[config.mk]
export PLATFORM = sky130hd
export DESIGN_NAME = mmio_bridge
export DESIGN_NICKNAME = d
export VERILOG_FILES = /design/src/design/mmio_pkg.sv /design/src/design/mmio_bridge.sv /design/src/design/display_port.sv /design/src/design/ext_reg_port.sv /design/src/design/wb_port.sv /design/src/design/mmio_router.sv /design/src/design/cpu_port.sv
export VERILOG_INCLUDE_DIRS = /design/src /design/src/design
export SDC_FILE = /design/constraint.sdc
export NUM_CORES = 1
export LEC_CHECK = 0
export BUFFER_PORTS_ARGS = -buffer_cell sky130_fd_sc_hd__buf_4
export CORE_MARGIN = 1.5
export CORE_UTILIZATION = 57
export DETAILED_ROUTE_END_ITERATION = 10
export PLACE_DENSITY_LB_ADDON = 0.1
export SLEW_MARGIN = 5
export SYNTH_ARGS = -nofsm -noshare
export SYNTH_HDL_FRONTEND = slang
export SYNTH_HIERARCHICAL = 1
export SYNTH_SLANG_ARGS = --single-unit
[constraint.sdc]
create_clock -name clk -period 23.3 [get_ports clk]
set_input_delay 3.495 -clock clk [delete_from_list [all_inputs] [get_ports clk]]
set_output_delay 3.495 -clock clk [all_outputs]
set_load 0.005 [all_outputs]
[src/design/mmio_macros.svh]
`ifndef MMIO_MACROS_SVH
`define MMIO_MACROS_SVH

// address map of the bridge, all bounds inclusive
// region starts at the previous top plus one

// instruction memory, 0 .. 1024
`define MMIO_INSTR_TOP 32'd1024

// external registers filled by the microcontroller
`define MMIO_REG_TOP 32'd1056

// data memory
`define MMIO_DATA_TOP 32'd1792

// spi display window, anything above is unmapped
`define MMIO_DISP_TOP 32'd2047

`define MMIO_MEM_PAGE 8'h33          // top byte of every memory address
`define MMIO_ERR_WORD 32'hDEADBEEF   // returned for unmapped or refused access

`endif
[src/design/mmio_pkg.sv]
package mmio_pkg;

    typedef logic [31:0] word_t;     // address or data word
    typedef logic [4:0]  reg_addr_t; // external register index

    // processor access kind, same coding as the handler's rwi lines
    typedef enum logic [1:0] {
        REQ_IDLE  = 2'b00,
        REQ_WRITE = 2'b01,  // store
        REQ_READ  = 2'b10,  // load
        REQ_FETCH = 2'b11   // instruction fetch
    } req_kind_t;

    typedef enum logic [2:0] {
        RGN_INSTR,
        RGN_EXTREG,
        RGN_DATA,
        RGN_DISPLAY,
        RGN_NONE            // outside the map
    } region_t;

    // access sequencer inside the router
    typedef enum logic [1:0] {
        RT_IDLE,
        RT_DISPATCH,        // decode done, start pulse to a target
        RT_WAIT,            // target busy
        RT_DONE             // result back to cpu_port
    } router_state_t;

endpackage

[src/design/mmio_bridge.sv]
`timescale 1ns/100ps

module mmio_bridge import mmio_pkg::*; (
    input  logic      clk,
    input  logic      arst_n_i,
    // processor memory handler
    input  req_kind_t req_kind_i,
    input  word_t     addr_i,
    input  word_t     wdata_i,
    output logic      cpu_busy_o,
    output logic      done_o,
    output word_t     rdata_o,
    output word_t     instr_o,
    // wishbone manager
    input  logic      wb_busy_i,
    input  word_t     wb_data_i,
    output logic      wb_read_o,
    output logic      wb_write_o,
    output word_t     wb_addr_o,
    output word_t     wb_data_o,
    // external registers
    input  logic      reg_cs_i,
    input  logic      reg_ack_i,
    input  word_t     reg_data_i,
    output logic      reg_read_o,
    output reg_addr_t reg_addr_o,
    // spi display
    input  logic      disp_ack_i,
    output logic      disp_write_o,
    output word_t     disp_addr_o,
    output word_t     disp_data_o
);

    logic      req_start;      // cpu_port to router
    logic      rsp_done;
    req_kind_t req_kind;
    word_t     req_addr;
    word_t     req_wdata;
    word_t     rsp_data;
    logic      wb_start;       // router to memory side
    logic      wb_wr_sel;
    logic      wb_finish;
    word_t     wb_addr;
    word_t     wb_wdata;
    word_t     wb_rdata;
    logic      reg_start;      // router to register side
    logic      reg_finish;
    reg_addr_t reg_idx;
    word_t     reg_rdata;
    logic      disp_start;     // router to display side
    logic      disp_finish;
    word_t     disp_addr;
    word_t     disp_data;

    cpu_port cpu_port_inst (
        .clk        (clk),
        .arst_n_i   (arst_n_i),
        .req_kind_i (req_kind_i),
        .addr_i     (addr_i),
        .wdata_i    (wdata_i),
        .cpu_busy_o (cpu_busy_o),
        .done_o     (done_o),
        .rdata_o    (rdata_o),
        .instr_o    (instr_o),
        .start_o    (req_start),
        .kind_o     (req_kind),
        .addr_o     (req_addr),
        .wdata_o    (req_wdata),
        .rsp_done_i (rsp_done),
        .rsp_data_i (rsp_data)
    );

    mmio_router mmio_router_inst (
        .clk           (clk),
        .arst_n_i      (arst_n_i),
        .start_i       (req_start),
        .kind_i        (req_kind),
        .addr_i        (req_addr),
        .wdata_i       (req_wdata),
        .done_o        (rsp_done),
        .data_o        (rsp_data),
        .wb_start_o    (wb_start),
        .wb_write_o    (wb_wr_sel),
        .wb_addr_o     (wb_addr),
        .wb_wdata_o    (wb_wdata),
        .wb_finish_i   (wb_finish),
        .wb_rdata_i    (wb_rdata),
        .reg_start_o   (reg_start),
        .reg_addr_o    (reg_idx),
        .reg_finish_i  (reg_finish),
        .reg_rdata_i   (reg_rdata),
        .disp_start_o  (disp_start),
        .disp_addr_o   (disp_addr),
        .disp_data_o   (disp_data),
        .disp_finish_i (disp_finish)
    );

    wb_port wb_port_inst (
        .clk        (clk),
        .arst_n_i   (arst_n_i),
        .start_i    (wb_start),
        .write_i    (wb_wr_sel),
        .addr_i     (wb_addr),
        .wdata_i    (wb_wdata),
        .finish_o   (wb_finish),
        .rdata_o    (wb_rdata),
        .wb_busy_i  (wb_busy_i),
        .wb_data_i  (wb_data_i),
        .wb_read_o  (wb_read_o),
        .wb_write_o (wb_write_o),
        .wb_addr_o  (wb_addr_o),
        .wb_data_o  (wb_data_o)
    );

    ext_reg_port ext_reg_port_inst (
        .clk        (clk),
        .arst_n_i   (arst_n_i),
        .start_i    (reg_start),
        .addr_i     (reg_idx),
        .finish_o   (reg_finish),
        .rdata_o    (reg_rdata),
        .reg_cs_i   (reg_cs_i),
        .reg_ack_i  (reg_ack_i),
        .reg_data_i (reg_data_i),
        .reg_read_o (reg_read_o),
        .reg_addr_o (reg_addr_o)
    );

    display_port display_port_inst (
        .clk          (clk),
        .arst_n_i     (arst_n_i),
        .start_i      (disp_start),
        .addr_i       (disp_addr),
        .data_i       (disp_data),
        .finish_o     (disp_finish),
        .disp_ack_i   (disp_ack_i),
        .disp_write_o (disp_write_o),
        .disp_addr_o  (disp_addr_o),
        .disp_data_o  (disp_data_o)
    );

endmodule

[src/design/display_port.sv]
`timescale 1ns/100ps

module display_port import mmio_pkg::*; (
    input  logic  clk,
    input  logic  arst_n_i,
    input  logic  start_i,
    input  word_t addr_i,
    input  word_t data_i,        // store data from processor
    output logic  finish_o,
    input  logic  disp_ack_i,    // spi writer took the command
    output logic  disp_write_o,
    output word_t disp_addr_o,
    output word_t disp_data_o
);

    logic  write_q;
    logic  finish_q;
    word_t addr_q;
    word_t data_q;

    always_ff @(posedge clk or negedge arst_n_i) begin
        if (!arst_n_i) begin
            write_q  <= 1'b0;
            finish_q <= 1'b0;
        end else begin
            finish_q <= write_q && disp_ack_i;
            if (start_i)
                write_q <= 1'b1;
            else if (disp_ack_i)
                write_q <= 1'b0;     // level held until ack
        end
    end

    always_ff @(posedge clk) begin
        if (start_i) begin
            addr_q <= addr_i;        // command latched for the spi side
            data_q <= data_i;
        end
    end

    assign disp_write_o = write_q;
    assign disp_addr_o  = addr_q;
    assign disp_data_o  = data_q;
    assign finish_o     = finish_q;

endmodule

[src/design/ext_reg_port.sv]
`timescale 1ns/100ps

module ext_reg_port import mmio_pkg::*; (
    input  logic      clk,
    input  logic      arst_n_i,
    input  logic      start_i,
    input  reg_addr_t addr_i,
    output logic      finish_o,
    output word_t     rdata_o,
    input  logic      reg_cs_i,    // register bank ready to be read
    input  logic      reg_ack_i,
    input  word_t     reg_data_i,
    output logic      reg_read_o,
    output reg_addr_t reg_addr_o
);

    logic      cs_wait_q;   // step 1, wait chip select
    logic      read_q;      // step 2, one cycle read pulse
    logic      ack_wait_q;  // step 3, wait acknowledge
    logic      finish_q;
    reg_addr_t addr_q;
    word_t     rdata_q;

    always_ff @(posedge clk or negedge arst_n_i) begin
        if (!arst_n_i) begin
            cs_wait_q  <= 1'b0;
            read_q     <= 1'b0;
            ack_wait_q <= 1'b0;
            finish_q   <= 1'b0;
        end else begin
            read_q   <= cs_wait_q && reg_cs_i;
            finish_q <= ack_wait_q && reg_ack_i;
            if (start_i)
                cs_wait_q <= 1'b1;
            else if (reg_cs_i)
                cs_wait_q <= 1'b0;
            if (cs_wait_q && reg_cs_i)
                ack_wait_q <= 1'b1;
            else if (reg_ack_i)
                ack_wait_q <= 1'b0;
        end
    end

    always_ff @(posedge clk) begin
        if (start_i)
            addr_q <= addr_i;          // held for the whole access
        if (ack_wait_q && reg_ack_i)
            rdata_q <= reg_data_i;
    end

    assign reg_read_o = read_q;
    assign reg_addr_o = addr_q;
    assign finish_o   = finish_q;
    assign rdata_o    = rdata_q;

endmodule

[src/design/wb_port.sv]
`timescale 1ns/100ps

module wb_port import mmio_pkg::*; (
    input  logic  clk,
    input  logic  arst_n_i,
    input  logic  start_i,     // from router
    input  logic  write_i,     // store when set
    input  word_t addr_i,
    input  word_t wdata_i,
    output logic  finish_o,
    output word_t rdata_o,
    input  logic  wb_busy_i,   // manager busy level
    input  word_t wb_data_i,
    output logic  wb_read_o,
    output logic  wb_write_o,
    output word_t wb_addr_o,
    output word_t wb_data_o
);

    logic  rd_q;
    logic  wr_q;
    logic  seen_q;       // busy observed during this access
    logic  busy_prev_q;
    logic  finish_q;
    logic  fall;
    word_t addr_q;
    word_t wdata_q;
    word_t rdata_q;

    // end of the busy phase, only once busy rose for this access
    assign fall = (rd_q || wr_q) && seen_q && busy_prev_q && !wb_busy_i;

    always_ff @(posedge clk or negedge arst_n_i) begin
        if (!arst_n_i) begin
            rd_q        <= 1'b0;
            wr_q        <= 1'b0;
            seen_q      <= 1'b0;
            busy_prev_q <= 1'b0;
            finish_q    <= 1'b0;
        end else begin
            busy_prev_q <= wb_busy_i;
            finish_q    <= fall;
            if (start_i) begin
                rd_q   <= !write_i;
                wr_q   <= write_i;
                seen_q <= 1'b0;
            end else if (fall) begin
                rd_q   <= 1'b0;        // drop strobe after the edge
                wr_q   <= 1'b0;
                seen_q <= 1'b0;
            end else if ((rd_q || wr_q) && wb_busy_i) begin
                seen_q <= 1'b1;
            end
        end
    end

    always_ff @(posedge clk) begin
        if (start_i) begin
            addr_q  <= addr_i;
            wdata_q <= wdata_i;
        end
        if (fall)
            rdata_q <= wb_data_i;      // read word valid at busy fall
    end

    assign wb_read_o  = rd_q;
    assign wb_write_o = wr_q;
    assign wb_addr_o  = addr_q;
    assign wb_data_o  = wdata_q;
    assign finish_o   = finish_q;
    assign rdata_o    = rdata_q;

endmodule

[src/design/mmio_router.sv]
`timescale 1ns/100ps
`include "mmio_macros.svh"

module mmio_router import mmio_pkg::*; (
    input  logic      clk,
    input  logic      arst_n_i,
    input  logic      start_i,        // captured request from cpu_port
    input  req_kind_t kind_i,
    input  word_t     addr_i,
    input  word_t     wdata_i,
    output logic      done_o,
    output word_t     data_o,
    output logic      wb_start_o,
    output logic      wb_write_o,     // store, else read
    output word_t     wb_addr_o,
    output word_t     wb_wdata_o,
    input  logic      wb_finish_i,
    input  word_t     wb_rdata_i,
    output logic      reg_start_o,
    output reg_addr_t reg_addr_o,
    input  logic      reg_finish_i,
    input  word_t     reg_rdata_i,
    output logic      disp_start_o,
    output word_t     disp_addr_o,
    output word_t     disp_data_o,
    input  logic      disp_finish_i
);

    router_state_t state_q;
    region_t       rgn_d;
    region_t       rgn_q;
    req_kind_t     kind_q;
    word_t         addr_q;
    word_t         wdata_q;
    word_t         data_q;
    logic          to_wb;
    logic          to_reg;
    logic          to_disp;
    logic          finish;

    always_comb begin
        rgn_d = RGN_NONE;                       // above the display window
        if (addr_i <= `MMIO_INSTR_TOP)
            rgn_d = RGN_INSTR;
        else if (addr_i <= `MMIO_REG_TOP)
            rgn_d = RGN_EXTREG;
        else if (addr_i <= `MMIO_DATA_TOP)
            rgn_d = RGN_DATA;
        else if (addr_i <= `MMIO_DISP_TOP)
            rgn_d = RGN_DISPLAY;
    end

    // decode rules, anything not listed is refused
    assign to_wb   = ((rgn_q == RGN_INSTR || rgn_q == RGN_DATA) &&
                      (kind_q == REQ_FETCH || kind_q == REQ_READ)) ||
                     (rgn_q == RGN_DATA && kind_q == REQ_WRITE);  // no store to instr
    assign to_reg  = (rgn_q == RGN_EXTREG) && (kind_q == REQ_READ);   // read only
    assign to_disp = (rgn_q == RGN_DISPLAY) && (kind_q == REQ_WRITE); // write only
    assign finish  = wb_finish_i || reg_finish_i || disp_finish_i;

    always_ff @(posedge clk or negedge arst_n_i) begin
        if (!arst_n_i) begin
            state_q <= RT_IDLE;
            rgn_q   <= RGN_NONE;
            kind_q  <= REQ_IDLE;
        end else begin
            case (state_q)
                RT_IDLE: if (start_i) begin
                    state_q <= RT_DISPATCH;
                    rgn_q   <= rgn_d;
                    kind_q  <= kind_i;
                end
                RT_DISPATCH: state_q <= (to_wb || to_reg || to_disp) ? RT_WAIT : RT_DONE;
                RT_WAIT:     if (finish) state_q <= RT_DONE;  // stall on slow target
                default:     state_q <= RT_IDLE;              // RT_DONE
            endcase
        end
    end

    always_ff @(posedge clk) begin
        if (state_q == RT_IDLE && start_i) begin
            addr_q  <= addr_i;
            wdata_q <= wdata_i;
        end
        if (state_q == RT_DISPATCH && !(to_wb || to_reg || to_disp))
            data_q <= `MMIO_ERR_WORD;
        else if (state_q == RT_WAIT && wb_finish_i)
            data_q <= wb_rdata_i;
        else if (state_q == RT_WAIT && reg_finish_i)
            data_q <= reg_rdata_i;
        else if (state_q == RT_WAIT && disp_finish_i)
            data_q <= '0;                               // display gives no data
    end

    assign wb_start_o   = (state_q == RT_DISPATCH) && to_wb;
    assign reg_start_o  = (state_q == RT_DISPATCH) && to_reg;
    assign disp_start_o = (state_q == RT_DISPATCH) && to_disp;
    assign wb_write_o   = (kind_q == REQ_WRITE);
    assign wb_addr_o    = {`MMIO_MEM_PAGE, addr_q[23:0]};  // memory page byte on top
    assign wb_wdata_o   = wdata_q;
    assign reg_addr_o   = addr_q[4:0];
    assign disp_addr_o  = addr_q;
    assign disp_data_o  = wdata_q;
    assign done_o       = (state_q == RT_DONE);
    assign data_o       = data_q;

endmodule

[src/design/cpu_port.sv]
`timescale 1ns/100ps

module cpu_port import mmio_pkg::*; (
    input  logic      clk,
    input  logic      arst_n_i,
    input  req_kind_t req_kind_i,  // from memory handler
    input  word_t     addr_i,
    input  word_t     wdata_i,
    output logic      cpu_busy_o,
    output logic      done_o,      // one cycle, result valid
    output word_t     rdata_o,     // load or register data
    output word_t     instr_o,     // fetched instruction
    output logic      start_o,     // request pulse to router
    output req_kind_t kind_o,
    output word_t     addr_o,
    output word_t     wdata_o,
    input  logic      rsp_done_i,
    input  word_t     rsp_data_i
);

    logic      busy_q;
    logic      done_q;
    logic      start_q;
    logic      accept;
    req_kind_t kind_q;
    word_t     addr_q;
    word_t     wdata_q;
    word_t     rdata_q;
    word_t     instr_q;

    assign accept = !busy_q && (req_kind_i != REQ_IDLE); // one access in flight

    always_ff @(posedge clk or negedge arst_n_i) begin
        if (!arst_n_i) begin
            busy_q  <= 1'b0;
            done_q  <= 1'b0;
            start_q <= 1'b0;
            kind_q  <= REQ_IDLE;
        end else begin
            start_q <= accept;          // req_start one cycle after accept
            done_q  <= rsp_done_i;
            if (accept) begin
                busy_q <= 1'b1;
                kind_q <= req_kind_i;   // fetch vs load steers the result
            end else if (done_q) begin
                busy_q <= 1'b0;         // busy covers the done cycle too
            end
        end
    end

    always_ff @(posedge clk) begin
        if (accept) begin
            addr_q  <= addr_i;
            wdata_q <= wdata_i;
        end
        if (rsp_done_i) begin
            if (kind_q == REQ_FETCH)
                instr_q <= rsp_data_i;  // goes to fetch stage
            else
                rdata_q <= rsp_data_i;  // goes to internal memory
        end
    end

    assign cpu_busy_o = busy_q;
    assign done_o     = done_q;
    assign rdata_o    = rdata_q;
    assign instr_o    = instr_q;
    assign start_o    = start_q;
    assign kind_o     = kind_q;
    assign addr_o     = addr_q;
    assign wdata_o    = wdata_q;

endmodule

==> results of run 1 <==
per-layer routing:
metal	up-vias	track usage, %	wire length, um
li1	3226	-	-
met1	3523	26.44	10790
met2	302	36.21	14310
met3	44	6.672	2701
met4	0	6.464	611
met5	-	0	0
through the flow:
stage | instance area [um2] | power, W | std cells | worst slack (ps)
floorplan | 14550 | 0.001109 | 690 | 14680
global placement | 17080 | 0.001174 | 1287 | 18300
detailed placement | 17080 | 0.001183 | 1287 | 18290
CTS | 18570 | 0.001894 | 1361 | 18640
global route | 18570 | 0.001945 | 1361 | 18590
finish | 18570 | 0.001876 | 1361 | 18670
area by class of cell:
| type | count | area [um2] |
|---|---|---|
| flip-flops and latches | 444 | 12900 |
| fillers | 1511 | 6541 |
| repair buffers | 349 | 2620 |
| clock buffers | 59 | 1291 |
| multi-input cells | 154 | 1112 |
| well taps | 330 | 412.9 |
| clock inverters | 15 | 195.2 |
| inverters | 10 | 37.54 |
cell usage in the layout (no fill, tap or decap), types with 4 or more instances in the layout:
cell type / n
clkinv_1: 5
bufinv_16: 5
clkbuf_8: 7
a222oi_1: 32
inv_1: 9
clkbuf_1: 5
ha_1: 4
dfxtp_1: 32
conb_1: 8
clkinv_2: 4
clkbuf_16: 47
dfrtp_1: 22
a21oi_1: 4
nand2_1: 32
o21ai_0: 4
nor2_1: 13
nor4_1: 4
buf_4: 349
edfxtp_1: 389
worst min path at each step:
stage                                        endpoint                              from  depth (start not counted)
floorplan           display_port_inst/disp_addr_o[24]  mmio_router_inst/disp_addr_o[24]                          0
global placement     mmio_router_inst/disp_data_o[22]         cpu_port_inst/wdata_o[22]                          0
detailed placement    mmio_router_inst/disp_data_o[7]          cpu_port_inst/wdata_o[7]                          0
CTS                 display_port_inst/disp_addr_o[30]  mmio_router_inst/disp_addr_o[30]                          0
global route        display_port_inst/disp_addr_o[25]  mmio_router_inst/disp_addr_o[25]                          0
finish              display_port_inst/disp_addr_o[28]  mmio_router_inst/disp_addr_o[28]                          0
power by group through the flow:
stage               Combinational (W)  Clock (W)  Sequential, W
global placement             0.000151          0        0.00102
detailed placement           0.000155          0        0.00103
floorplan                   0.0000878          0        0.00102
CTS                          0.000156   0.000725        0.00101
global route                 0.000167   0.000756        0.00102
finish                       0.000152   0.000711        0.00101
kinds of logic after synthesis:
group                    count (synthesis)  synth area share [%]
flip-flops                             444                 88.77
buffers and inverters                   92                 4.159
adder cells (fa/ha/maj)                  4                0.3445
AO/OA/AOI/OAI                           60                 3.651
AND/OR/NAND/NOR                         80                 2.868
other                                    2               0.05169
multiplexers                             2                0.1550
==> impl_metrics.py, run 1 <==
metrics = {
    "outcome": {
        "status": "completed",
    },
    "power_and_ir_drop": {
        "powerDensity_nw_per_um2": 101.0,
        "max-vdd-ir-drop_uv": 80.91,
        "clockPowerShare_pct": 37.9,
        "p_leak_nw": 6.788,
        "seq_power_share_pct": 54.0,
        "internal-power_w": 0.001476,
        "p_comb_share_pct": 8.1,
        "swShare_pct": 21.33,
        "switchingPower_w": 0.0004002,
    },
    "setup_path": {
        "cp.arrival_ps": 1140,
        "cp-endpoint": "cpu_busy_o",
        "path_cells": "buf_4",
        "ff2ff_path_depth": 5,
        "critical_path_required_ps": 19810,
        "slowest_delay_ps": 450,
        "r2r-start": "mmio_router_inst/state_q[1]",
        "timing.critical_path.buf_inv": 1,
        "r2r-end": "display_port_inst/disp_addr_o[15]",
        "critical-path-top-delay-family": "flip-flops",
        "startpoint": "cpu_port_inst/cpu_busy_o",
        "critPathKind": "reg2out",
        "end_kind": "primary output",
        "start_kind": "flop",
        "cp.depth": 1,
        "r2r_slack_ps": 20850,
        "slowest_stage": "dfrtp_1",
        "cp_max_fo": 6,
    },
    "sta": {
        "relSlewSlack_pct": 20.41,
        "hold_violations": 0,
        "whs_ps": 413.7,
        "slew_violations": 0,
        "worst_pin_slew_ps": 1194,
        "setup_viol": 0,
        "fmaxAchievable_ghz": 0.2158,
        "layout_min_cycle_time_ps": 4633,
        "rsz0062_at_grt": "no",
        "clock_skew_ps": 21.19,
        "fin_crit_sh_pct": 19.89,
        "fin_setup_tns_ps": 0,
    },
    "clock_tree": {
        "cts_setup_buffers": 0,
        "clk_latency_ps": 530,
        "ctsHoldBuffers": 0,
        "cts_tree": "done",
        "clk_pin_slew_ps": 60,
        "cts.sinks": 444,
        "cts_root_buf": "clkbuf_16",
        "htreeDepth": 2,
        "cts_buffer_depth": 3,
        "numCtsBuffers": 42,
        "cts-resized-gates": 0,
    },
    "layout": {
        "drive_gt1_share_pct": 41.71,
        "antenna_cells": 0,
        "area_delta_synth_final_pct": 27.79,
        "nets": 1141,
        "postLayoutCoreUtil_pct": 73.95,
    },
    "die": {
        "die_h_um": 162.7,
        "core_um2": 25110,
        "rows": 58,
        "dieArea_um2": 26460,
        "io_pins": 339,
        "chipWidth_um": 162.7,
        "start_util_pct": 57.87,
    },
    "yosys": {
        "synthCells": 684,
        "synthTopCellsByArea": "edfxtp_1, dfxtp_1, dfrtp_1",
        "synth_edf_count": 389,
        "synth_async_sr_flop_share_pct": 5.180,
        "synth.avg_cell_area_um2": 21.24,
        "yosysMostFrequentCell": "edfxtp_1",
        "synth_common_cells": "edfxtp_1, buf_4, a222oi_1, dfxtp_1, nand2_1",
        "yosys_register_bits": 444,
        "synth_top_flop_cell": "edfxtp_1",
        "yosysSeqAreaShare_pct": 88.77,
        "synth_largest_area_cell": "edfxtp_1",
        "synth_top_area_share_pct": 80.39,
        "synth_warnings": 6,
        "syn_area_um2": 14530,
        "yosysUniqueCellTypes": 49,
    },
    "global_route": {
        "overflow": 0,
        "antenna_found_initial": 0,
        "grt_pass1_wl_mm": 41.76,
        "grt.total_usage_pct": 21.32,
        "grt_max_degree": 70,
        "grt_pass1_vias": 7235,
    },
    "min_path": {
        "hold_path_class": "reg2reg",
    },
    "placed_design": {
        "port_buffers": 338,
        "place.gp.congestion": 0.7372,
        "hpwl_mm": 18.46,
    },
    "drt": {
        "avgViaCountPerCell": 5.213,
        "routed_wl_mm": 28.41,
        "wire_per_inst_um": 20.88,
        "drt-initial-drc-count": 580,
        "drc_errors": 0,
        "dr.pass1.iters": 5,
        "ant_nets": 0,
        "route.vias.total": 7095,
    },
    "flow_run": {
        "cap_violations": 0,
    },
}
Note: power is estimated with default switching activity, not from simulation.
==> run 2, diff against run 1 <==
Settings changed: CORE_UTILIZATION 57 to 53.
Clock period 23.3 ns to 4.44 ns, I/O delays scaled along.
==> impl_metrics.py, run 2 (synthesized netlist as in run 1, its figures left out) <==
metrics = {
    "min_path": {
        "hold_path_class": "in2async",
    },
    "die": {
        "dieArea_um2": 28420,
        "die_h_um": 168.6,
        "core_um2": 26950,
        "io_pins": 339,
        "rows": 60,
        "chipWidth_um": 168.6,
        "start_util_pct": 53.91,
    },
    "placed_design": {
        "place_ws_ps": 1954,
        "place.gp.congestion": 0.7610,
        "port_buffers": 338,
        "hpwl_mm": 18.86,
    },
    "setup_path": {
        "path_cells": "inv_1 -> ha_1 -> nand2_1 -> inv_2 -> nand2_1 -> a211oi_1 -> o21ai_1 -> nand2_1",
        "start_kind": "flop",
        "end_kind": "flop",
        "cp-endpoint": "mmio_router_inst/rgn_q[0]",
        "timing.critical_path.buf_inv": 2,
        "r2r-end": "mmio_router_inst/rgn_q[0]",
        "cp.depth": 8,
        "critical_path_required_ps": 4910,
        "r2r-start": "mmio_router_inst/state_q[0]",
        "r2r_slack_ps": 2020,
        "cpMostUsedCell": "nand2_1",
        "critical-path-top-delay-family": "buffers and inverters",
        "cp_max_fo": 52,
        "slowest_stage": "inv_2",
        "cp.arrival_ps": 2890,
        "startpoint": "mmio_router_inst/state_q[0]",
        "slowest_delay_ps": 840,
        "ff2ff_path_depth": 8,
        "critPathKind": "reg2reg",
    },
    "clock_tree": {
        "htreeDepth": 2,
        "cts_buffer_depth": 3,
        "cts_root_buf": "clkbuf_16",
        "cts.sinks": 444,
        "cts_setup_buffers": 0,
        "clk_latency_ps": 530,
        "numCtsBuffers": 43,
        "cts_tree": "done",
        "cts-resized-gates": 0,
        "ctsHoldBuffers": 0,
        "clk_pin_slew_ps": 60,
    },
    "layout": {
        "seqCellArea_um2": 12900,
        "drive_gt1_share_pct": 41.51,
        "area_delta_synth_final_pct": 27.39,
        "multiInputGateArea_um2": 1124,
        "final_common_cell": "edfxtp_1",
        "nFillCells": 1742,
        "nets": 1143,
        "final_cell_mix": "edfxtp_1, buf_4, clkbuf_16",
    },
    "sta": {
        "whs_ps": 26.05,
        "fmaxAchievable_ghz": 0.4137,
        "layout_min_cycle_time_ps": 2417,
        "relSlewSlack_pct": 22.29,
        "worst_pin_slew_ps": 1166,
        "fin_crit_sh_pct": 54.44,
        "fin_setup_tns_ps": 0,
        "setup_viol": 0,
        "clock_skew_ps": 19.30,
        "slew_violations": 0,
        "hold_violations": 0,
        "rsz0062_at_grt": "no",
        "fin_ws_ps": 2023,
    },
    "drt": {
        "routed_wl_mm": 28.53,
        "avgViaCountPerCell": 5.154,
        "route.vias.total": 7108,
        "dr.pass1.iters": 7,
        "wire_per_inst_um": 20.69,
        "drt-initial-drc-count": 533,
        "drc_errors": 0,
        "ant_nets": 0,
    },
    "global_route": {
        "antenna_found_initial": 5,
        "grt_max_degree": 70,
        "overflow": 0,
        "grt_pass1_vias": 6993,
        "grt.total_usage_pct": 19.91,
        "grt_pass1_wl_mm": 41.61,
    },
    "flow_run": {
        "cap_violations": 0,
    },
    "outcome": {
        "status": "completed",
    },
    "power_and_ir_drop": {
        "powerDensity_nw_per_um2": 520.1,
        "max-vdd-ir-drop_uv": 362.4,
        "p_leak_nw": 6.735,
    },
}
run 2: cell count changes in the layout (fill, tap and decap cells not counted), sizes merged:
cell and change:
buf +1, diode +2, bufinv -3, inv -1, clkinv +4, clkinvlp +3
clkbuf +1
run 2: layout make-up:
| cell class | count | area share [%] |
|---|---|---|
| Sequential cell | 444 | 69.68 |
| Timing Repair Buffer | 350 | 14.19 |
| Clock buffer | 60 | 6.773 |
| Multi-Input combinational cell | 154 | 6.070 |
| Tap cell | 341 | 2.305 |
| Clock inverter | 18 | 0.7435 |
| Inverter | 10 | 0.2028 |
| Antenna cell | 2 | 0.02704 |
run 2: stage by stage:
stage / total power, W / cell area, um2 / util (%) / cells
6_report: 0.009627 / 18510 / 68.68 / 1379
5_1_grt: 0.009995 / 18510 / 68.67 / 1378
4_1_cts: 0.009729 / 18510 / 68.66 / 1377
3_5_place_dp: 0.006219 / 17110 / 63.50 / 1299
3_3_place_gp: 0.006177 / 17110 / 63.50 / 1299
2_1_floorplan: 0.005823 / 14580 / - / 690
run 2: worst min path at each step:
| stage | end | from | cells past startpoint | slack, ps |
|---|---|---|---|---|
| global placement | mmio_router_inst/disp_data_o[31] | cpu_port_inst/wdata_o[31] | 0 | 400 |
| detailed placement | mmio_router_inst/disp_data_o[7] | cpu_port_inst/wdata_o[7] | 0 | 400 |
| finish | ext_reg_port_inst/ack_wait_q | arst_n_i | 1 | 30 |
| CTS | ext_reg_port_inst/reg_read_o | arst_n_i | 1 | 20 |
| global route | ext_reg_port_inst/ack_wait_q | arst_n_i | 1 | 30 |
| floorplan | cpu_port_inst/cpu_busy_o | arst_n_i | 0 | 370 |
run 2: metal layers:
layer | share of wire [%] | vias up | wire [um] | track usage (%)
li1 | - | 3246 | - | -
met1 | 40 | 3487 | 11280 | 25.72
met2 | 50 | 312 | 14120 | 32.42
met3 | 8.4 | 57 | 2385 | 6.079
met4 | 2.5 | 6 | 699 | 6.949
met5 | 0.13 | - | 36 | 0
run 2: power by group:
| group | switching [W] | leakage [nW] | internal (W) |
|---|---|---|---|
| combinational | 0.000472 | 2.09 | 0.000338 |
| sequential | 0.000206 | 3.97 | 0.00510 |
| clock | 0.00143 | 0.674 | 0.00208 |
| total | 0.00210 | 6.73 | 0.00752 |
